`config.mk`:
```
export PLATFORM = sky130hd
export DESIGN_NAME = uce_top
export DESIGN_NICKNAME = d
export VERILOG_FILES = /design/src/verilog/uce_pkg.sv /design/src/verilog/uce_req_if.sv /design/src/verilog/uce_req_capture.sv /design/src/verilog/uce_read_capture.sv /design/src/verilog/uce_credit_counter.sv /design/src/verilog/uce_ctrl.sv /design/src/verilog/uce_top.sv
export SDC_FILE = /design/constraint.sdc
export NUM_CORES = 1
export LEC_CHECK = 0
export BUFFER_PORTS_ARGS = -buffer_cell sky130_fd_sc_hd__buf_2
export CORE_AREA = 2 2 317 319
export CTS_CLUSTER_DIAMETER = 150
export DETAILED_ROUTE_END_ITERATION = 10
export DIE_AREA = 0 0 319 321
export GPL_TIMING_DRIVEN = 0
export SLEW_MARGIN = 25
export SYNTH_ARGS = -nofsm -noshare
export SYNTH_HDL_FRONTEND = slang
export SYNTH_HIERARCHICAL = 1
export SYNTH_SLANG_ARGS = --single-unit
```
`constraint.sdc`:
```
create_clock -name clk_i -period 2.2 [get_ports clk_i]
set_input_delay 0.11 -clock clk_i [delete_from_list [all_inputs] [get_ports clk_i]]
set_output_delay 0.11 -clock clk_i [all_outputs]
set_load 0.01 [all_outputs]
```
`src/verilog/uce_pkg.sv`:
```
package uce_pkg;

  // fixed data cache geometry
  localparam int sets_lp               = 64;
  localparam int assoc_lp              = 8;
  localparam int block_width_lp        = 128;
  localparam int paddr_width_lp        = 32;
  localparam int dword_width_lp        = 64;
  localparam int block_offset_width_lp = $clog2(block_width_lp/8);
  localparam int index_width_lp        = $clog2(sets_lp);
  localparam int way_width_lp          = $clog2(assoc_lp);
  localparam int ptag_width_lp         = paddr_width_lp - index_width_lp - block_offset_width_lp;
  localparam int lce_id_width_lp       = 4;

  typedef logic [ptag_width_lp-1:0]  ptag_t;
  typedef logic [block_width_lp-1:0] block_t;

  typedef enum logic [2:0] {e_miss_load, e_miss_store, e_uc_load, e_uc_store} cache_req_type_e;

  typedef enum logic [2:0] {e_mem_rd, e_mem_wr, e_mem_uc_rd, e_mem_uc_wr, e_mem_wb} mem_msg_type_e;

  // log2 of the size in bytes
  typedef enum logic [2:0] {e_size_8 = 3'b011, e_size_64 = 3'b110} mem_size_e;

  typedef enum logic [1:0] {e_tag_set_clear, e_tag_read, e_tag_set_tag} tag_op_e;
  typedef enum logic [1:0] {e_data_read, e_data_write, e_data_uncached} data_op_e;
  typedef enum logic [1:0] {e_stat_set_clear, e_stat_clear_dirty} stat_op_e;
  typedef enum logic [1:0] {e_coh_i, e_coh_m} coh_state_e;

  typedef struct packed {
    cache_req_type_e             msg_type;
    logic [paddr_width_lp-1:0]   addr;
    mem_size_e                   size;
    logic [dword_width_lp-1:0]   data;
  } cache_req_s;

  typedef struct packed {
    logic [way_width_lp-1:0] repl_way;
    logic                    dirty;
  } cache_req_meta_s;

  typedef struct packed {
    tag_op_e                   opcode;
    logic [index_width_lp-1:0] index;
    logic [way_width_lp-1:0]   way;
    coh_state_e                state;
    ptag_t                     tag;
  } tag_pkt_s;

  typedef struct packed {
    data_op_e                  opcode;
    logic [index_width_lp-1:0] index;
    logic [way_width_lp-1:0]   way;
    block_t                    data;
  } data_pkt_s;

  typedef struct packed {
    stat_op_e                  opcode;
    logic [index_width_lp-1:0] index;
    logic [way_width_lp-1:0]   way;
  } stat_pkt_s;

  typedef struct packed {
    mem_msg_type_e              msg_type;
    logic [paddr_width_lp-1:0]  addr;
    mem_size_e                  size;
    logic [way_width_lp-1:0]    way;
    logic [lce_id_width_lp-1:0] lce_id;
    block_t                     data;
  } mem_msg_s;

endpackage

```
`src/verilog/uce_req_if.sv`:
```
`timescale 1ns/1ps

interface uce_req_if;
  import uce_pkg::*;

  // registered request, valid is one cycle behind the cache
  logic            req_v;
  cache_req_s      req;
  cache_req_meta_s meta;
  logic            meta_v;

  modport capture
  (
    output req_v, req, meta, meta_v
  );

  modport ctrl
  (
    input req_v, req, meta, meta_v
  );

endinterface

```
`src/verilog/uce_req_capture.sv`:
```
`timescale 1ns/1ps

module uce_req_capture
  (input                            clk_i
   , input                          reset_i
   , input uce_pkg::cache_req_s      cache_req_i
   , input                          cache_req_v_i
   , input uce_pkg::cache_req_meta_s cache_req_meta_i
   , input                          cache_req_meta_v_i
   , uce_req_if.capture             req_o
   );
  import uce_pkg::*;

  cache_req_s      req_r;
  cache_req_meta_s meta_r;
  logic            req_v_r;
  logic            meta_v_r;

  wire meta_v_en = cache_req_v_i | cache_req_meta_v_i;

  always_ff @(posedge clk_i)
  begin
    if (reset_i)
    begin
      req_v_r  <= 1'b0;
      meta_v_r <= 1'b0;
    end
    else
    begin
      req_v_r <= cache_req_v_i;
      // a new request drops stale metadata unless it comes along
      if (meta_v_en)
        meta_v_r <= cache_req_meta_v_i;
    end
  end

  always_ff @(posedge clk_i)
  begin
    if (cache_req_v_i)
      req_r <= cache_req_i;
    if (cache_req_meta_v_i)
      meta_r <= cache_req_meta_i;
  end

  assign req_o.req_v  = req_v_r;
  assign req_o.req    = req_r;
  assign req_o.meta   = cache_req_meta_v_i ? cache_req_meta_i : meta_r;
  assign req_o.meta_v = meta_v_en ? cache_req_meta_v_i : meta_v_r;

endmodule

```
`src/verilog/uce_read_capture.sv`:
```
`timescale 1ns/1ps

module uce_read_capture
  #(parameter type payload_t = logic)
  (input              clk_i
   , input            rd_v_i
   , input payload_t  rd_data_i
   , output payload_t data_o
   );

  logic     rd_v_r;
  payload_t data_r;

  // memory returns read data the cycle after the packet
  always_ff @(posedge clk_i)
  begin
    rd_v_r <= rd_v_i;
  end

  always_ff @(posedge clk_i)
  begin
    if (rd_v_r)
      data_r <= rd_data_i;
  end

  assign data_o = rd_v_r ? rd_data_i : data_r;

endmodule

```
`src/verilog/uce_credit_counter.sv`:
```
`timescale 1ns/1ps

module uce_credit_counter
  #(parameter int max_credits_p = 4)
  (input          clk_i
   , input        reset_i
   , input        cmd_v_i
   , input        cmd_ready_i
   , input        resp_yumi_i
   , output logic full_o
   , output logic empty_o
   );

  localparam int count_width_lp = $clog2(max_credits_p+1);

  logic [count_width_lp-1:0] count_r;

  wire cmd_sent = cmd_v_i & cmd_ready_i;

  always_ff @(posedge clk_i)
  begin
    if (reset_i)
      count_r <= '0;
    else
      count_r <= count_r + count_width_lp'(cmd_sent) - count_width_lp'(resp_yumi_i);
  end

  assign full_o  = (count_r == count_width_lp'(max_credits_p));
  assign empty_o = (count_r == '0);

  // the cache must stall before a command would exceed the credit limit
  assert property (@(posedge clk_i) disable iff (reset_i)
    (full_o & cmd_sent) |-> resp_yumi_i)
    else $error("credit counter overflow");

  // a response with nothing outstanding
  assert property (@(posedge clk_i) disable iff (reset_i)
    empty_o |-> !resp_yumi_i)
    else $error("credit counter underflow");

endmodule

```
`src/verilog/uce_ctrl.sv`:
```
`timescale 1ns/1ps

module uce_ctrl
  (input                                   clk_i
   , input                                 reset_i
   , input [uce_pkg::lce_id_width_lp-1:0]  lce_id_i
   , input uce_pkg::cache_req_s             cache_req_i
   , input                                 cache_req_v_i
   , output logic                          cache_req_ready_o
   , uce_req_if.ctrl                       req_i
   , output logic                          cache_req_complete_o
   , output uce_pkg::tag_pkt_s              tag_pkt_o
   , output logic                          tag_pkt_v_o
   , input                                 tag_pkt_ready_i
   , output uce_pkg::data_pkt_s             data_pkt_o
   , output logic                          data_pkt_v_o
   , input                                 data_pkt_ready_i
   , output uce_pkg::stat_pkt_s             stat_pkt_o
   , output logic                          stat_pkt_v_o
   , input                                 stat_pkt_ready_i
   , input uce_pkg::ptag_t                  victim_tag_i
   , input uce_pkg::block_t                 victim_data_i
   , output uce_pkg::mem_msg_s              mem_cmd_o
   , output logic                          mem_cmd_v_o
   , input                                 mem_cmd_ready_i
   , input uce_pkg::mem_msg_s               mem_resp_i
   , input                                 mem_resp_v_i
   , output logic                          mem_resp_yumi_o
   );
  import uce_pkg::*;

  typedef enum logic [2:0] {
    e_reset, e_clear, e_ready, e_send_req,
    e_writeback_read, e_writeback_req, e_read_wait, e_uc_read_wait
  } state_e;

  state_e                    state_r, state_n;
  logic [index_width_lp-1:0] index_r;
  logic                      index_up;
  logic                      mem_resp_yumi_lo;

  wire uc_store_v   = cache_req_v_i & (cache_req_i.msg_type == e_uc_store);
  wire store_resp_v = mem_resp_v_i & (mem_resp_i.msg_type inside {e_mem_uc_wr, e_mem_wb});
  wire load_resp_v  = mem_resp_v_i & (mem_resp_i.msg_type inside {e_mem_rd, e_mem_wr, e_mem_uc_rd});
  wire index_done   = (index_r == index_width_lp'(sets_lp-1));
  wire pkts_ready   = tag_pkt_ready_i & data_pkt_ready_i & stat_pkt_ready_i;
  wire fill_ready   = tag_pkt_ready_i & data_pkt_ready_i;

  wire [index_width_lp-1:0] req_index  = req_i.req.addr[block_offset_width_lp+:index_width_lp];
  wire [index_width_lp-1:0] resp_index = mem_resp_i.addr[block_offset_width_lp+:index_width_lp];
  wire ptag_t               resp_tag   =
    mem_resp_i.addr[block_offset_width_lp+index_width_lp+:ptag_width_lp];

  // write acks never stall the state machine
  assign mem_resp_yumi_o = mem_resp_yumi_lo | store_resp_v;

  always_comb
  begin
    cache_req_ready_o    = 1'b0;
    cache_req_complete_o = 1'b0;
    index_up             = 1'b0;
    tag_pkt_o            = '0;
    tag_pkt_v_o          = 1'b0;
    data_pkt_o           = '0;
    data_pkt_v_o         = 1'b0;
    stat_pkt_o           = '0;
    stat_pkt_v_o         = 1'b0;
    mem_cmd_o            = '0;
    mem_cmd_v_o          = 1'b0;
    mem_resp_yumi_lo     = 1'b0;
    state_n              = state_r;
    mem_cmd_o.lce_id     = lce_id_i;

    case (state_r)
      e_reset:
        state_n = e_clear;
      e_clear:
      begin
        tag_pkt_o.opcode     = e_tag_set_clear;
        tag_pkt_o.index      = index_r;
        tag_pkt_v_o          = tag_pkt_ready_i & stat_pkt_ready_i;
        stat_pkt_o.opcode    = e_stat_set_clear;
        stat_pkt_o.index     = index_r;
        stat_pkt_v_o         = tag_pkt_v_o;
        index_up             = tag_pkt_v_o;
        cache_req_complete_o = index_done & index_up;
        if (cache_req_complete_o)
          state_n = e_ready;
      end
      e_ready:
      begin
        cache_req_ready_o = mem_cmd_ready_i;
        if (uc_store_v)
        begin
          // the store goes straight out and the controller stays in ready
          mem_cmd_o.msg_type = e_mem_uc_wr;
          mem_cmd_o.addr     = cache_req_i.addr;
          mem_cmd_o.size     = cache_req_i.size;
          mem_cmd_o.data     = block_t'(cache_req_i.data);
          mem_cmd_v_o        = mem_cmd_ready_i;
        end
        else if (cache_req_v_i & mem_cmd_ready_i)
          state_n = e_send_req;
      end
      e_send_req:
      begin
        mem_cmd_o.addr = req_i.req.addr;
        case (req_i.req.msg_type)
          e_miss_load, e_miss_store:
          begin
            mem_cmd_o.msg_type = (req_i.req.msg_type == e_miss_load) ? e_mem_rd : e_mem_wr;
            mem_cmd_o.size     = e_size_64;
            mem_cmd_o.way      = req_i.meta.repl_way;
            // the replacement way can trail the request by a cycle
            mem_cmd_v_o        = mem_cmd_ready_i & req_i.meta_v;
            if (mem_cmd_v_o)
              state_n = req_i.meta.dirty ? e_writeback_read : e_read_wait;
          end
          e_uc_load:
          begin
            mem_cmd_o.msg_type = e_mem_uc_rd;
            mem_cmd_o.size     = e_size_8;
            mem_cmd_v_o        = mem_cmd_ready_i;
            if (mem_cmd_v_o)
              state_n = e_uc_read_wait;
          end
          default:
            state_n = e_ready;
        endcase
      end
      e_writeback_read:
      begin
        tag_pkt_o.opcode  = e_tag_read;
        tag_pkt_o.index   = req_index;
        tag_pkt_o.way     = req_i.meta.repl_way;
        data_pkt_o.opcode = e_data_read;
        data_pkt_o.index  = req_index;
        data_pkt_o.way    = req_i.meta.repl_way;
        stat_pkt_o.opcode = e_stat_clear_dirty;
        stat_pkt_o.index  = req_index;
        stat_pkt_o.way    = req_i.meta.repl_way;
        tag_pkt_v_o       = pkts_ready;
        data_pkt_v_o      = pkts_ready;
        stat_pkt_v_o      = pkts_ready;
        if (pkts_ready)
          state_n = e_writeback_req;
      end
      e_writeback_req:
      begin
        mem_cmd_o.msg_type = e_mem_wb;
        mem_cmd_o.addr     = {victim_tag_i, req_index, {block_offset_width_lp{1'b0}}};
        mem_cmd_o.size     = e_size_64;
        mem_cmd_o.way      = req_i.meta.repl_way;
        mem_cmd_o.data     = victim_data_i;
        mem_cmd_v_o        = mem_cmd_ready_i;
        if (mem_cmd_v_o)
          state_n = e_read_wait;
      end
      e_read_wait:
      begin
        // fill in M so the line needs no further coherence traffic
        tag_pkt_o.opcode     = e_tag_set_tag;
        tag_pkt_o.index      = resp_index;
        tag_pkt_o.way        = mem_resp_i.way;
        tag_pkt_o.state      = e_coh_m;
        tag_pkt_o.tag        = resp_tag;
        data_pkt_o.opcode    = e_data_write;
        data_pkt_o.index     = resp_index;
        data_pkt_o.way       = mem_resp_i.way;
        data_pkt_o.data      = mem_resp_i.data;
        tag_pkt_v_o          = load_resp_v & fill_ready;
        data_pkt_v_o         = tag_pkt_v_o;
        cache_req_complete_o = tag_pkt_v_o;
        mem_resp_yumi_lo     = tag_pkt_v_o;
        if (cache_req_complete_o)
          state_n = e_ready;
      end
      e_uc_read_wait:
      begin
        data_pkt_o.opcode    = e_data_uncached;
        data_pkt_o.data      = mem_resp_i.data;
        data_pkt_v_o         = load_resp_v & data_pkt_ready_i;
        cache_req_complete_o = data_pkt_v_o;
        mem_resp_yumi_lo     = data_pkt_v_o;
        if (cache_req_complete_o)
          state_n = e_ready;
      end
      default:
        state_n = e_reset;
    endcase
  end

  always_ff @(posedge clk_i)
  begin
    if (reset_i)
    begin
      state_r <= e_reset;
      index_r <= '0;
    end
    else
    begin
      state_r <= state_n;
      if (index_up)
        index_r <= index_r + 1'b1;
    end
  end

  // a request taken in ready is registered by the capture stage
  assert property (@(posedge clk_i) disable iff (reset_i)
    (state_r == e_ready && state_n == e_send_req) |=> req_i.req_v)
    else $error("request not captured on entry to send_req");

endmodule

```
`src/verilog/uce_top.sv`:
```
`timescale 1ns/1ps

module uce_top
  #(parameter int max_credits_p = 4)
  (input                                   clk_i
   , input                                 reset_i
   , input [uce_pkg::lce_id_width_lp-1:0]  lce_id_i
   , input uce_pkg::cache_req_s             cache_req_i
   , input                                 cache_req_v_i
   , output logic                          cache_req_ready_o
   , input uce_pkg::cache_req_meta_s        cache_req_meta_i
   , input                                 cache_req_meta_v_i
   , output logic                          cache_req_complete_o
   , output uce_pkg::tag_pkt_s              tag_pkt_o
   , output logic                          tag_pkt_v_o
   , input                                 tag_pkt_ready_i
   , input uce_pkg::ptag_t                  tag_mem_i
   , output uce_pkg::data_pkt_s             data_pkt_o
   , output logic                          data_pkt_v_o
   , input                                 data_pkt_ready_i
   , input uce_pkg::block_t                 data_mem_i
   , output uce_pkg::stat_pkt_s             stat_pkt_o
   , output logic                          stat_pkt_v_o
   , input                                 stat_pkt_ready_i
   , output logic                          credits_full_o
   , output logic                          credits_empty_o
   , output uce_pkg::mem_msg_s              mem_cmd_o
   , output logic                          mem_cmd_v_o
   , input                                 mem_cmd_ready_i
   , input uce_pkg::mem_msg_s               mem_resp_i
   , input                                 mem_resp_v_i
   , output logic                          mem_resp_yumi_o
   );
  import uce_pkg::*;

  ptag_t  victim_tag;
  block_t victim_data;

  uce_req_if req_if();

  wire tag_rd_v  = tag_pkt_v_o & (tag_pkt_o.opcode == e_tag_read);
  wire data_rd_v = data_pkt_v_o & (data_pkt_o.opcode == e_data_read);

  uce_req_capture req_capture
    (.clk_i(clk_i)
     ,.reset_i(reset_i)
     ,.cache_req_i(cache_req_i)
     ,.cache_req_v_i(cache_req_v_i)
     ,.cache_req_meta_i(cache_req_meta_i)
     ,.cache_req_meta_v_i(cache_req_meta_v_i)
     ,.req_o(req_if)
     );

  uce_read_capture #(.payload_t(ptag_t)) victim_tag_capture
    (.clk_i(clk_i)
     ,.rd_v_i(tag_rd_v)
     ,.rd_data_i(tag_mem_i)
     ,.data_o(victim_tag)
     );

  uce_read_capture #(.payload_t(block_t)) victim_data_capture
    (.clk_i(clk_i)
     ,.rd_v_i(data_rd_v)
     ,.rd_data_i(data_mem_i)
     ,.data_o(victim_data)
     );

  uce_ctrl ctrl
    (.clk_i(clk_i)
     ,.reset_i(reset_i)
     ,.lce_id_i(lce_id_i)
     ,.cache_req_i(cache_req_i)
     ,.cache_req_v_i(cache_req_v_i)
     ,.cache_req_ready_o(cache_req_ready_o)
     ,.req_i(req_if)
     ,.cache_req_complete_o(cache_req_complete_o)
     ,.tag_pkt_o(tag_pkt_o)
     ,.tag_pkt_v_o(tag_pkt_v_o)
     ,.tag_pkt_ready_i(tag_pkt_ready_i)
     ,.data_pkt_o(data_pkt_o)
     ,.data_pkt_v_o(data_pkt_v_o)
     ,.data_pkt_ready_i(data_pkt_ready_i)
     ,.stat_pkt_o(stat_pkt_o)
     ,.stat_pkt_v_o(stat_pkt_v_o)
     ,.stat_pkt_ready_i(stat_pkt_ready_i)
     ,.victim_tag_i(victim_tag)
     ,.victim_data_i(victim_data)
     ,.mem_cmd_o(mem_cmd_o)
     ,.mem_cmd_v_o(mem_cmd_v_o)
     ,.mem_cmd_ready_i(mem_cmd_ready_i)
     ,.mem_resp_i(mem_resp_i)
     ,.mem_resp_v_i(mem_resp_v_i)
     ,.mem_resp_yumi_o(mem_resp_yumi_o)
     );

  uce_credit_counter #(.max_credits_p(max_credits_p)) credit_counter
    (.clk_i(clk_i)
     ,.reset_i(reset_i)
     ,.cmd_v_i(mem_cmd_v_o)
     ,.cmd_ready_i(mem_cmd_ready_i)
     ,.resp_yumi_i(mem_resp_yumi_o)
     ,.full_o(credits_full_o)
     ,.empty_o(credits_empty_o)
     );

endmodule

```
==> results of run 1 <==
sequential cells by signal, indices dropped and copies added, names as in the netlist, 3 cells and up:
| name | flops |
|---|---|
| credit_counter/count_r | 3 |
| ctrl/index_r | 6 |
| ctrl/state_r | 3 |
| req_capture/meta_r | 4 |
| req_capture/req_o.req | 35 |
| victim_data_capture/data_r | 128 |
| victim_tag_capture/data_r | 22 |
metrics by stage:
stage	setup TNS [ps]	util, %	area [sq um]	setup slack, ps	cells
3_5_place_dp	-16570	15.9	15700	-876	3045
6_report	-18870	22.1	22000	-228	3391
4_1_cts	-27890	20.9	20800	-302	3354
3_3_place_gp	-89450	15.8	15700	-1300	3044
5_1_grt	-38010	22.1	21900	-334	3388
2_1_floorplan	-491	-	10100	-246	955
placed cells by master (no fill, tap or decap), drive strengths merged, types with 10 or more instances in the layout:
cell	count
a21o	10
a22o	80
a22oi	28
and2	94
and3	132
buf	929
clkbuf	89
clkinv	14
dfxtp	169
dlygate4sd3	190
edfxtp	35
inv	10
mux2	154
nand2	56
nor2	19
what timing repair did:
action,CTS,global route
gates resized for setup,386,210
gates cloned,16,14
hold endpoints to repair,194,3
pin swaps,31,75
buffers inserted,50,24
endpoints found under the setup margin,349,277
path summary, 6_finish.rpt:
| check | from | depth (start not counted) | to |
|---|---|---|---|
| max | ctrl/state_r[0] | 10 | credit_counter/count_r[2] |
| min | reset_i | 2 | credit_counter/count_r[1] |
| max reg2reg | ctrl/state_r[0] | 10 | credit_counter/count_r[2] |
| min reg2reg | victim_data_capture/data_r[47] | 1 | victim_data_capture/data_r[47] |
layer usage:
| metal | GRT usage [%] | vias up | wire length [microns] |
|---|---|---|---|
| li1 | - | 5675 | - |
| met2 | 30.3 | 755 | 47700 |
| met1 | 16.3 | 6319 | 33500 |
| met5 | 0 | - | 47 |
| met3 | 5.50 | 197 | 6860 |
| met4 | 6.16 | 8 | 4530 |
power breakdown:
group	switching [mW]	total (mW)	internal (mW)
sequential	0.113	4.14	4.03
combinational	0.596	1.38	0.785
clock	2.00	4.58	2.58
total	2.71	10.1	7.39
cell type report:
type	count	area (sq um)	share of cell area [%]
timing repair buffer	1082	7910	36.0
multi-input combinational	648	5760	26.2
sequential	204	4450	20.3
tap	1298	1620	7.40
buffer	92	1260	5.76
clock buffer	34	754	3.44
clock inverter	20	153	0.695
inverter	7	26.3	0.120
antenna	6	15.0	0.0684
critical path: cells and delay by family, from the launching register on:
family / cells / cell delay [ps]
AOI/OAI and AO/OA: 1 / 400
xor gates and xnor gates: 1 / 200
DFF: 1 / 380
adders and majority gates: 3 / 810
buffers and inverters: 3 / 320
and+or+nand+nor: 2 / 220
==> results.yml, run 1 <==
synth:
  yosys_warnings: 6
  syn_avg_cell_area_sq_um: 10.6
  synthCells: 954
  netlist_area_sq_um: 10100
power:
  total_power_mw: 10.1
  pwr_density_cell_nw_per_um2: 460
  total_leakage_power_nw: 11.0
  peakVddDrop_v: 0.000578
cells_and_area:
  fillers: 10600
  area_delta_synth_final_pct: 117
  drive_above_1_share_pct: 64.3
  num-nets-final: 2510
cts:
  clk_path_buf_depth: 3
  cts_buffers: 29
  cts_tree: "done"
  clock_latency_ps: 610
  htreeDepth: 1
  cts_hold_buffers: 190
  cts_root_buf: "clkbuf_16"
  clkTransAtPathRegs_ps: 50
  cts_num_sinks: 204
worst_setup_path:
  rrSetupSlack_ps: -230
  crit_path_cell_trace: "buf_2 > o2111ai_4 > nand2_1 > ha_1 > inv_1 > ha_2 > inv_2 > fa_2 > xnor3_1 > nor2_1"
  start_kind: "register"
  end_kind: "register"
  cp_data_arrival_time_ps: 2930
  crit_fanout: 10
  critPathRequiredTime_ps: 2700
  critPathKind: "register to register"
  crit_slowest_cell: "o2111ai_4"
  cpPeakStageDelay_ps: 400
detailed_routing:
  drtIter0Drc: 671
  wire_per_inst_microns: 27.3
  first_pass_iters: 7
  vias: 13000
  drc_errors: 0
  drtAntennaViolNets: 0
  wl_microns: 92600
  via_per_inst: 3.82
grt:
  antenna_found_initial: 37
  grt_pass1_vias: 12900
  grt_max_degree: 39
  grt_usage_pct: 16.1
  grt_pass1_wl_microns: 113000
  grt-ovfl-total: 0
timing:
  worst_slew_pin_slew_ps: 706
  relSlewSlack_pct: 52.9
  fin_hold_ws_ps: -244
  hold_viol: 3
  setup_viol: 187
  finalMaxSlewViolations: 0
  min_period_over_period_pct: 110
  setup_slack_ps: -228
  layout_min_cycle_time_ps: 2430
  rsz0062_at_grt: "true"
  skew_ps: 17.1
  fmaxAchievable_ghz: 0.412
status:
  violations: "hold timing, setup timing"
  outcome: "finished with violations"
floorplan:
  initial_core_util_pct: 10.2
  core_sq_um: 99300
  die_h_microns: 321
  io_pins: 809
  die_area_sq_um: 102000
  rows: 116
  fp.dieW_microns: 319
placement:
  io_buffers: 791
  dpl.hpwl_microns: 69300
  gp_congestion: 0.930
flow_run:
  maxCapViolCount: 0
hold_path:
  hp-class: "input pin to register"
Power figures use the tool's default switching activity.
==> run 2: changes to the inputs <==
SKIP_LAST_GASP = 1   (was not set)
==> run 2 against run 1 <==
Compared with the run above: the run still ends with hold timing, setup timing left; utilization shrank 0.088 points; clock skew is essentially flat; clock power is essentially flat; worst setup slack gained 15 ps; design area shrank 0.40%; sequential share of layout area grew 0.081 points; non-clock buffer count grew 1; count of clock-buffer cells in the layout is the same; sequential cell count is the same; sequential power is essentially flat; critical endpoint is now mem_cmd_o[137].
==> results.yml, run 2 (synthesis gave the netlist of run 1 again) <==
power:
  combPwrFrac_pct: 13.6
  peakVddDrop_v: 0.000582
  pwr_density_cell_nw_per_um2: 461
  intPower_mw: 7.40
  seq_power_share_pct: 41.0
  p_switching_mw: 2.69
  total_leakage_power_nw: 11.0
  pwr-share-clk_pct: 45.3
  swShare_pct: 26.7
  total_power_mw: 10.1
status:
  outcome: "finished with violations"
  violations: "hold timing, setup timing"
worst_setup_path:
  critPathKind: "register to output port"
  end_kind: "output port"
  critPathRequiredTime_ps: 2090
  crit_slowest_cell: "dfxtp_4"
  cpPeakStageDelay_ps: 380
  start_kind: "register"
  cp_data_arrival_time_ps: 2300
  worst-path-buf-inv: 3
  crit_family: "simple AND/OR/NAND/NOR gates"
  crit_path_cell_trace: "and3b_2 > clkbuf_16 > buf_16 > or2_4 > a21o_1 > buf_2"
  crit_fanout: 7
floorplan:
  fp.dieW_microns: 319
  io_pins: 809
  initial_core_util_pct: 10.2
  core_sq_um: 99300
  die_h_microns: 321
  die_area_sq_um: 102000
  rows: 116
cells_and_area:
  multi_input_area_sq_um: 5750
  area_delta_synth_final_pct: 116
  final_common_cell: "buf_2"
  top_register: "victim_data_capture/data_r"
  final_cell_mix: "694 x buf_2, 190 x dlygate4sd3_1, 164 x dfxtp_1"
  largest_reg_flops: 128
  final_area_sq_um: 21900
  drive_above_1_share_pct: 63.8
  fillers: 10700
  seq_area_sq_um: 4450
  num-nets-final: 2511
grt:
  grt_pass1_vias: 13000
  antenna_found_initial: 34
  grt_max_degree: 39
  grt_usage_pct: 16.2
  grt_pass1_wl_microns: 114000
  grt-ovfl-total: 0
timing:
  skew_ps: 17.2
  rsz0062_at_grt: "true"
  setup_slack_ps: -214
  fmaxAchievable_ghz: 0.414
  finalMaxSlewViolations: 0
  fin_hold_ws_ps: -247
  hold_viol: 3
  relSlewSlack_pct: 53.2
  min_period_over_period_pct: 110
  setup_viol: 162
  worst_slew_pin_slew_ps: 703
  layout_min_cycle_time_ps: 2410
hold_path:
  hp-class: "input pin to register"
detailed_routing:
  drtIter0Drc: 684
  wire_per_inst_microns: 26.9
  drtAntennaViolNets: 0
  via_per_inst: 3.80
  drc_errors: 0
  wl_microns: 91300
  vias: 12900
  first_pass_iters: 5
placement:
  postPlaceCellArea_sq_um: 15700
  gp_congestion: 0.930
  io_buffers: 791
  place_ws_ps: -876
  dpl.hpwl_microns: 69300
cts:
  cts_tree: "done"
  clkTransAtPathRegs_ps: 50
  cts_num_sinks: 204
  clk_path_buf_depth: 3
  clock_latency_ps: 610
  cts_buffers: 29
  cts_hold_buffers: 190
  cts_root_buf: "clkbuf_16"
  htreeDepth: 1
flow_run:
  maxCapViolCount: 0
-- run 2: cell count changes in the layout (fill, tap and decap cells not counted), sizes merged --
cell and delta:
diode +3, buf +2, clkbuf -1
-- run 2: cell type report --
type                    instances  share of cell area, %
repair buffers               1087                   36.2
inverters                       7                  0.132
clock inverters                20                  0.698
multi-input cells             648                   26.3
clock buffers                  34                   3.45
well taps                    1298                   7.43
diodes                          9                  0.103
flip-flops and latches        204                   20.4
plain buffers                  88                   5.38
-- run 2: power groups by stage --
| stage | clock network, mW | logic (mW) | registers (mW) |
|---|---|---|---|
| 6_report | 4.57 | 1.37 | 4.14 |
| 3_3_place_gp | 0 | 0.933 | 4.18 |
| 4_1_cts | 4.76 | 1.34 | 4.12 |
| 5_1_grt | 4.91 | 1.45 | 4.16 |
| 2_1_floorplan | 0 | 0.327 | 4.16 |
| 3_5_place_dp | 0 | 0.945 | 4.19 |
-- run 2: timing repair --
| action | CTS | global route |
|---|---|---|
| endpoints found under the setup margin | 349 | 279 |
| pin swaps | 29 | 62 |
| gates resized for setup | 353 | 232 |
| gates cloned | 16 | 13 |
| hold endpoints to repair | 194 | 3 |
| setup buffers | 50 | 33 |
-- run 2: per-layer routing --
metal	GRT usage (%)	vias to the layer above	part of all wire, %	wire length, microns
met3	5.66	206	7.7	6990
met1	16.2	6247	36	33100
met5	0	-	0.051	47
met2	30.2	757	51	46600
li1	-	5690	-	-
met4	7.06	8	5.1	4620
-- run 2: per-stage QoR --
| step | TNS [ps] | std cells | util, % |
|---|---|---|---|
| 2_1_floorplan | -491 | 955 | - |
| 5_1_grt | -33750 | 3389 | 22.0 |
| 3_3_place_gp | -89450 | 3044 | 15.8 |
| 6_report | -14100 | 3395 | 22.0 |
| 3_5_place_dp | -16570 | 3045 | 15.9 |
| 4_1_cts | -29790 | 3354 | 20.7 |
-- run 2: final timing paths --
| check | start | to | slack [ps] | depth (start not counted) |
|---|---|---|---|---|
| setup / recovery | ctrl/state_r[0] | mem_cmd_o[137] | -210 | 6 |
| hold / removal | reset_i | credit_counter/count_r[1] | -250 | 2 |
| setup reg to reg | ctrl/state_r[0] | credit_counter/count_r[2] | -210 | 10 |
| hold reg to reg | victim_data_capture/data_r[116] | victim_data_capture/data_r[116] | 470 | 1 |
